File: config.mk
export PLATFORM = sky130hd
export DESIGN_NAME = minimig_glue
export DESIGN_NICKNAME = d
export VERILOG_FILES = /design/src/design/glue_pkg.sv /design/src/design/cpu_bus_if.sv /design/src/design/bus_controller.sv /design/src/design/chip_ram.sv /design/src/design/kick_rom.sv /design/src/design/memory_map.sv /design/src/design/minimig_glue.sv /design/src/design/peripheral_regs.sv /design/src/design/system_control.sv
export SDC_FILE = /design/constraint.sdc
export NUM_CORES = 2
export LEC_CHECK = 0
export BUFFER_PORTS_ARGS = -buffer_cell sky130_fd_sc_hd__buf_2
export CAP_MARGIN = 15
export CORE_UTILIZATION = 55
export DETAILED_ROUTE_END_ITERATION = 12
export PLACE_DENSITY_LB_ADDON = 0.12
export SKIP_LAST_GASP = 1
export SLEW_MARGIN = 20
export SYNTH_ARGS = -nofsm -noshare
export SYNTH_HDL_FRONTEND = slang
export SYNTH_MEMORY_MAX_BITS = 65536
export SYNTH_SLANG_ARGS = --single-unit
export TNS_END_PERCENT = 5
File: constraint.sdc
create_clock -name clk -period 3.58 [get_ports clk]
set_input_delay 0.537 -clock clk [delete_from_list [all_inputs] [get_ports clk]]
set_output_delay 0.537 -clock clk [all_outputs]
set_load 0.03 [all_outputs]
File: src/kick_rom.hex
// kickstart rom, one 16 bit hex word per line, word offsets 0 to 15
1114
4ef9
00fc
00d2
0001
ffff
a5a5
5a5a
1234
abcd
0f0f
f0f0
8001
7ffe
c0de
beef

File: src/design/glue_pkg.sv
/* glue package
   shared widths, bus types, address map and cia register constants */
package glue_pkg;

	// ----------------------------------------
	// data and address types
	typedef logic [15:0] word_t;      // cpu data word
	typedef logic [22:0] cpu_addr_t;  // word address, byte bits 23..1
	typedef logic [1:0]  byte_sel_t;  // bit 1 upper byte
	typedef logic [63:0] rtc_t;
	typedef logic [7:0]  cia_reg_t;

	typedef enum logic [2:0] {
		REGION_NONE,
		REGION_CHIP,
		REGION_KICK,
		REGION_CIAA,
		REGION_RTC
	} region_t;

	typedef enum logic [1:0] {
		BUS_IDLE,
		BUS_ACCESS,
		BUS_ACK
	} bus_state_t;

	// ----------------------------------------
	// memory sizes, both alias over their region
	localparam int CHIP_WORDS = 256;
	localparam int KICK_WORDS = 16;

	// byte address bounds
	localparam logic [23:0] CHIP_LO = 24'h000000;
	localparam logic [23:0] CHIP_HI = 24'h1FFFFF;
	localparam logic [23:0] CIAA_LO = 24'hBFE000;
	localparam logic [23:0] CIAA_HI = 24'hBFEFFF;
	localparam logic [23:0] RTC_LO  = 24'hDC0000;
	localparam logic [23:0] RTC_HI  = 24'hDCFFFF;
	localparam logic [23:0] KICK_LO = 24'hF80000;
	localparam logic [23:0] KICK_HI = 24'hFFFFFF;

	// cia register select, byte address bits 11..8
	localparam logic [3:0] CIA_RS_PRA  = 4'd0;
	localparam logic [3:0] CIA_RS_DDRA = 4'd2;
	localparam int LED_BIT = 1;  // low means led on

	localparam int DIM_CNT_W    = 6;
	localparam int RESET_STAGES = 2;
	localparam string KICK_HEX  = "/design/src/kick_rom.hex";

endpackage

File: src/design/cpu_bus_if.sv
/* cpu bus interface
   decoded access from the bus controller out to the targets */
`timescale 1ns/1ps

interface cpu_bus_if;
	import glue_pkg::*;

	cpu_addr_t adr;    // word address, held by the master
	word_t     dat_w;  // write data
	logic      rd;     // one cycle read strobe
	logic      hwr;    // upper byte write strobe
	logic      lwr;    // lower byte write strobe

	// bus controller side
	modport controller (
		output adr, dat_w, rd, hwr, lwr
	);

	// memories, peripherals and the address decoder
	modport target (
		input adr, dat_w, rd, hwr, lwr
	);

endinterface

File: src/design/bus_controller.sv
/* wishbone bus controller
   turns a classic cycle into one strobe cycle and a fixed ack two clocks later */
`timescale 1ns/1ps

module bus_controller (
	input  logic                clk,
	input  logic                reset,
	input  logic                cyc,
	input  logic                stb,
	input  logic                we,
	input  glue_pkg::byte_sel_t sel,
	input  glue_pkg::cpu_addr_t adr,
	input  glue_pkg::word_t     dat_w,
	output glue_pkg::word_t     dat_r,
	output logic                ack,
	cpu_bus_if.controller       bus,
	input  glue_pkg::word_t     ram_data,
	input  glue_pkg::word_t     rom_data,
	input  glue_pkg::word_t     periph_data
);
	import glue_pkg::*;

	bus_state_t state;

	// master holds address and data until ack
	assign bus.adr   = adr;
	assign bus.dat_w = dat_w;

	// ----------------------------------------
	// access state machine
	always_ff @(posedge clk) begin
		if (reset) begin
			state   <= BUS_IDLE;
			bus.rd  <= 1'b0;
			bus.hwr <= 1'b0;
			bus.lwr <= 1'b0;
			ack     <= 1'b0;
		end else begin
			// strobes and ack are single cycle pulses
			bus.rd  <= 1'b0;
			bus.hwr <= 1'b0;
			bus.lwr <= 1'b0;
			ack     <= 1'b0;
			case (state)
				BUS_IDLE: begin
					if (cyc && stb) begin
						state   <= BUS_ACCESS;
						bus.rd  <= ~we;
						bus.hwr <= we & sel[1];  // upper lane
						bus.lwr <= we & sel[0];  // lower lane
					end
				end
				BUS_ACCESS: begin
					state <= BUS_ACK;
					ack   <= 1'b1;  // target data lands with ack
				end
				BUS_ACK: begin
					state <= BUS_IDLE;  // stb not looked at here
				end
				default: begin
					state <= BUS_IDLE;
				end
			endcase
		end
	end

	// ----------------------------------------
	// read data
	// each target holds its registered word only in the ack cycle
	// and zero otherwise, so a plain or is enough
	assign dat_r = ram_data | rom_data | periph_data;

endmodule

File: src/design/chip_ram.sv
/* chip ram
   single port 16 bit memory with byte lane writes and registered read */
`timescale 1ns/1ps

module chip_ram (
	input  logic              clk,
	cpu_bus_if.target         bus,
	input  glue_pkg::region_t region,
	output glue_pkg::word_t   data
);
	import glue_pkg::*;

	localparam int AW = $clog2(CHIP_WORDS);

	word_t          mem [CHIP_WORDS];
	logic [AW-1:0]  idx;  // aliases across the whole chip region

	assign idx = bus.adr[AW-1:0];

	always_ff @(posedge clk) begin
		if (region == REGION_CHIP) begin
			if (bus.hwr)
				mem[idx][15:8] <= bus.dat_w[15:8];
			if (bus.lwr)
				mem[idx][7:0] <= bus.dat_w[7:0];
		end
		// read word shows for one cycle, zero otherwise
		data <= (bus.rd && region == REGION_CHIP) ? mem[idx] : '0;
	end

endmodule

File: src/design/kick_rom.sv
/* kickstart rom
   small synchronous rom preloaded from hex, writes have no effect */
`timescale 1ns/1ps

module kick_rom (
	input  logic              clk,
	cpu_bus_if.target         bus,
	input  glue_pkg::region_t region,
	output glue_pkg::word_t   data
);
	import glue_pkg::*;

	localparam int AW = $clog2(KICK_WORDS);

	word_t         rom [KICK_WORDS];
	logic [AW-1:0] idx;

	initial $readmemh(KICK_HEX, rom);

	assign idx = bus.adr[AW-1:0];  // mirrors over the kick region

	always_ff @(posedge clk)
		data <= (bus.rd && region == REGION_KICK) ? rom[idx] : '0;

endmodule

File: src/design/memory_map.sv
/* address decoder
   splits the cpu address into regions, kickstart overlay maps chip reads to rom */
`timescale 1ns/1ps

module memory_map (
	input  logic              clk,
	input  logic              cpu_reset_n,
	cpu_bus_if.target         bus,
	input  logic              we,
	output glue_pkg::region_t region
);
	import glue_pkg::*;

	logic [23:0] byte_adr;  // full byte address, a0 always zero
	logic        ovl;       // kickstart overlay

	function automatic logic in_range(logic [23:0] a, logic [23:0] lo, logic [23:0] hi);
		return (a >= lo) && (a <= hi);
	endfunction

	assign byte_adr = {bus.adr, 1'b0};

	// combinational decode, valid while stb is up
	always_comb begin
		if (in_range(byte_adr, CHIP_LO, CHIP_HI))
			region = (ovl && !we) ? REGION_KICK : REGION_CHIP;  // writes still hit ram
		else if (in_range(byte_adr, KICK_LO, KICK_HI))
			region = REGION_KICK;
		else if (in_range(byte_adr, CIAA_LO, CIAA_HI))
			region = REGION_CIAA;
		else if (in_range(byte_adr, RTC_LO, RTC_HI))
			region = REGION_RTC;
		else
			region = REGION_NONE;
	end

	// overlay set during cpu reset, dropped by the first cia-a write
	always_ff @(posedge clk) begin
		if (!cpu_reset_n)
			ovl <= 1'b1;
		else if ((bus.hwr || bus.lwr) && region == REGION_CIAA)
			ovl <= 1'b0;
	end

endmodule

File: src/design/minimig_glue.sv
/* cpu glue top level
   wishbone slave in front of chip ram, kickstart rom, cia-a port a and rtc */
`timescale 1ns/1ps

module minimig_glue (
	input  logic                clk,
	input  logic                reset,
	// wishbone classic slave
	input  logic                cyc,
	input  logic                stb,
	input  logic                we,
	input  glue_pkg::byte_sel_t sel,
	input  glue_pkg::cpu_addr_t adr,
	input  glue_pkg::word_t     dat_w,
	output glue_pkg::word_t     dat_r,
	output logic                ack,
	// system pins
	input  glue_pkg::rtc_t      rtc,
	input  glue_pkg::cia_reg_t  port_a_in,
	output logic                pwr_led,
	output logic                cpu_reset_n
);
	import glue_pkg::*;

	cpu_bus_if bus ();

	region_t region;       // decoded target
	word_t   ram_data;
	word_t   rom_data;
	word_t   periph_data;
	logic    led_n;        // cia-a led bit, active low

	bus_controller ctrl (
		.clk         (clk),
		.reset       (reset),
		.cyc         (cyc),
		.stb         (stb),
		.we          (we),
		.sel         (sel),
		.adr         (adr),
		.dat_w       (dat_w),
		.dat_r       (dat_r),
		.ack         (ack),
		.bus         (bus.controller),
		.ram_data    (ram_data),
		.rom_data    (rom_data),
		.periph_data (periph_data)
	);

	memory_map map (
		.clk         (clk),
		.cpu_reset_n (cpu_reset_n),
		.bus         (bus.target),
		.we          (we),
		.region      (region)
	);

	chip_ram ram (.clk(clk), .bus(bus.target), .region(region), .data(ram_data));

	kick_rom rom (.clk(clk), .bus(bus.target), .region(region), .data(rom_data));

	peripheral_regs periph (
		.clk       (clk),
		.reset     (reset),
		.bus       (bus.target),
		.region    (region),
		.rtc       (rtc),
		.port_a_in (port_a_in),
		.led_n     (led_n),
		.data      (periph_data)
	);

	system_control sysctl (
		.clk         (clk),
		.reset       (reset),
		.led_n       (led_n),
		.cpu_reset_n (cpu_reset_n),
		.pwr_led     (pwr_led)
	);

endmodule

File: src/design/peripheral_regs.sv
/* cia-a port a and rtc window
   pra/ddra with pin mixing on reads, plus read only rtc nibbles */
`timescale 1ns/1ps

module peripheral_regs (
	input  logic               clk,
	input  logic               reset,
	cpu_bus_if.target          bus,
	input  glue_pkg::region_t  region,
	input  glue_pkg::rtc_t     rtc,
	input  glue_pkg::cia_reg_t port_a_in,
	output logic               led_n,
	output glue_pkg::word_t    data
);
	import glue_pkg::*;

	cia_reg_t   pra;      // port a output latch
	cia_reg_t   ddra;     // 1 = output
	cia_reg_t   pra_rd;   // value seen on a pra read
	logic [3:0] rs;       // register select

	assign rs     = bus.adr[10:7];  // byte bits 11..8
	assign pra_rd = (pra & ddra) | (port_a_in & ~ddra);
	assign led_n  = ddra[LED_BIT] ? pra[LED_BIT] : 1'b1;  // input bit floats high

	// cia sits on the low byte only
	always_ff @(posedge clk) begin
		if (reset) begin
			pra  <= '0;
			ddra <= '0;
		end else if (bus.lwr && region == REGION_CIAA) begin
			if (rs == CIA_RS_PRA)
				pra <= bus.dat_w[7:0];
			if (rs == CIA_RS_DDRA)
				ddra <= bus.dat_w[7:0];
		end
	end

	// read path, one cycle behind rd
	always_ff @(posedge clk) begin
		data <= '0;
		if (bus.rd && region == REGION_CIAA) begin
			case (rs)
				CIA_RS_PRA:  data <= {8'h00, pra_rd};
				CIA_RS_DDRA: data <= {8'h00, ddra};
				default:     data <= '0;  // unimplemented selects
			endcase
		end else if (bus.rd && region == REGION_RTC) begin
			data <= {12'h000, rtc[{bus.adr[4:1], 2'b00} +: 4]};  // nibble by byte bits 5..2
		end
	end

endmodule

File: src/design/system_control.sv
/* system control
   delayed cpu reset release and pwm dimmed power led */
`timescale 1ns/1ps

module system_control (
	input  logic clk,
	input  logic reset,
	input  logic led_n,
	output logic cpu_reset_n,
	output logic pwr_led
);
	import glue_pkg::*;

	logic [RESET_STAGES-1:0] rst_sync;  // shifts in ones after reset
	logic [DIM_CNT_W-1:0]    dim_cnt;
	logic                    dim;

	// ----------------------------------------
	// cpu reset delay
	always_ff @(posedge clk) begin
		if (reset)
			rst_sync <= '0;
		else
			rst_sync <= {rst_sync[RESET_STAGES-2:0], 1'b1};
	end

	assign cpu_reset_n = rst_sync[RESET_STAGES-1];  // high after the last stage fills

	// ----------------------------------------
	// power led dimmer
	always_ff @(posedge clk) begin
		if (reset) begin
			dim_cnt <= '0;
			dim     <= 1'b0;
		end else begin
			dim_cnt <= dim_cnt + 1'b1;  // free running
			dim     <= |dim_cnt[DIM_CNT_W-1 -: 4];
		end
	end

	// full on when the led bit is low
	// otherwise lit only while the upper counter bits are all zero
	assign pwr_led = ~(led_n & dim);

endmodule

==> metrics.yaml <==
synth_seq_cells: 4152
max_cap_viol_count: 0
grtUsageTotal: 0.287
grt_max_degree: 120
dp_slack_ns: -0.198
fp.dieH_um: 543
final_core_util: 0.644
grt_overflow: 0
ir_worst_vdd_mv: 0.437
routedWlPerCell_um: 32.0
ant_nets: 0
antenna_found_initial: 21
synth_compound_area_frac: 0.0352
clockBufferDepth: 4
status: "finished, final reports clean"
synth-warning-count: 0
cts_tree: "yes"
fin_skew_ns: 0.0589
clk_latency_ns: 0.97
routed-via-count: 83200
async_flop_share: 0
post-route-period-util: 0.894
cp_max_fo: 47
setup_viol: 0
max_freq_mhz: 313
syn-num-nets: 7913
routed_wl_um: 422000
synth-xor-area-share: 0.000218
synth_edf_count: 4096
hold_violations: 0
worst-setup-path-type: "input pin to flip-flop"
vias_per_cell: 6.33
final_cell_mix: "edfxtp_1 (4096), buf_4 (935), mux4_2 (821)"
p_total_mw: 101
synth.avg_cell_area_um2: 20.6
gp_congestion: 0.864
min_period_ns: 3.20
crit_start: "adr[3]"
cp_data_arrival_time_ns: 4.03
portBuffers: 136
nets: 9020
tns_ns: 0
max_stage_delay_ns: 0.68
startpoint_type: "input pin"
ys.flop_type: "edfxtp_1"
hpwl_um: 270000
die_x_um: 543
yosys.area_share.simple: 0.0267
cts-htree-levels: 5
layout_commonest_cell: "edfxtp_1"
cts_buffers: 413
cp.required_ns: 4.41
path_cells: "buf_8 -> buf_4 -> buf_12 -> mux4_2 -> mux4_2 -> nand3_1 -> dlygate4sd3_1 -> o21ai_0 -> dlygate4sd3_1"
final_cells: 13200
fillers: 19500
endpoint_kind: "flip-flop"
path_clk_slew_ns: 0.06
syn_to_final_growth_pct: 16.5
syn-cell-area_mm2: 0.161
slew_viol_final: 0
core_mm2: 0.291
rows: 198
synth.mux.area_fraction: 0.150
p_leak_nw: 61.7
floorplan.initialDensity: 0.553
root_buffer: "clkbuf_16"
grt_pass1_wl_um: 602000
num_io_pins: 137
powerDensity_mw_per_mm2: 542
cts_setup_buffers: 0
fin_ws_ns: 0.381
worst_pin_slew_ns: 1.14
hold_ws_ns: 0.0276
ys_seq_area_frac: 0.772
slew_headroom: 0.242
synth_fa_ha_area_frac: 0.0000779
hold_start: "dat_w[8]"
hp-class: "input pin to flip-flop"
rsz0062_at_grt: "no"
grt_pass1_vias: 83600
route.detailed.drc: 0
cts.sinks: 4152
crit_family: "buffers and inverters"
dieArea_mm2: 0.294
drtIter0Drc: 9910
synthDistinctLibCells: 59
placed_cell_area_mm2: 0.174
rr_startpoint: "map.ovl"
path_buf_inv: 5
dr.pass1.iters: 5
drive_above_1_share: 0.293
dp.cells: 12400
synth_top_family_by_area: "multiplexers"
cts_resized: 0
stdcell_area_mm2: 0.187
critical-path-slowest-cell: "mux4_2"
syn_inst: 7794
## registers in the layout, summed over array words and instances, names as in the netlist
register / cells
ctrl.bus.rd: 1
ram.data: 16
ctrl.state: 2
periph.ddra: 8
ctrl.bus.hwr: 1
ctrl.ack: 1
periph.data: 8
sysctl.rst_sync: 2
map.ovl: 1
sysctl.dim_cnt: 6
ram.mem: 4096
sysctl.dim: 1
periph.pra: 8
ctrl.bus.lwr: 1
## area by class of cell
type                    count  area (um2)  area share
flip-flops and latches   4152      124000       0.663
diodes                     12        30.0    0.000160
multi-input cells        3124       34300       0.183
well taps                3900        4880      0.0261
clock inverters           254        2640      0.0141
repair buffers           1203       10400      0.0554
clock buffers             503       10900      0.0580
inverters                   7        26.3    0.000140
## metal layers
| metal | GRT usage | share of wire | wire (um) |
|---|---|---|---|
| met1 | 0.410 | 0.40 | 169000 |
| met2 | 0.452 | 0.48 | 200000 |
| met3 | 0.0521 | 0.087 | 36900 |
| met4 | 0.0958 | 0.037 | 15600 |
| met5 | 0 | 0.00021 | 88 |
## cells in the mapped netlist (52+ instances only)
library cell / instances / area [um2]
mux4_2: 821 / 18500
a21oi_1: 83 / 415
buf_4: 62 / 465
a221oi_1: 76 / 666
clkbuf_1: 244 / 916
dfxtp_1: 56 / 1120
nand3_1: 94 / 470
nand2_1: 85 / 319
nor2_1: 609 / 2290
a22o_1: 70 / 613
buf_2: 157 / 786
mux2i_1: 490 / 4900
nand4_1: 52 / 325
o21ai_0: 59 / 295
a22oi_1: 198 / 1490
mux2_2: 63 / 709
o22ai_1: 128 / 801
edfxtp_1: 4096 / 123000
## final timing paths
check	end	slack (ns)	depth (start not counted)
setup / recovery	periph.data[3]	0.38	9
hold / removal	ram.mem[156][8]	0.03	1
setup reg to reg	ram.mem[101][12]	0.63	6
hold reg to reg	map.ovl	0.40	1
## worst register-to-register path, delay by kind of cell (launching register included)
family                 cells  cell delay (ns)
AND/OR/NAND/NOR            3             1.52
buffers and inverters      2             0.48
AO/OA/AOI/OAI              1             0.30
flip-flops                 1             0.34
## power breakdown
| group | leakage (nW) | switching [mW] | internal, mW |
|---|---|---|---|
| logic | 17.8 | 3.15 | 1.81 |
| registers | 37.2 | 0.00720 | 53.4 |
| clock network | 6.60 | 18.2 | 25.0 |
| total | 61.7 | 21.3 | 80.1 |
## cells by family (layout without fill, tap and decap cells)
logic type,after synthesis,after routing
AO/OA/AOI/OAI,770,770
flip-flops,4152,4152
AND/OR/NAND/NOR,975,975
other,0,12
multiplexers,1374,1374
adder cells (fa/ha/maj),1,1
XOR/XNOR,4,4
buffers and inverters,518,1967
## timing repair
action / CTS / global route
endpoints found under the hold margin: 64 / 0
hold buffers: 21 / 0
endpoints found under the setup margin: 0 / 0
No activity file was read; power rests on OpenSTA's default activity.
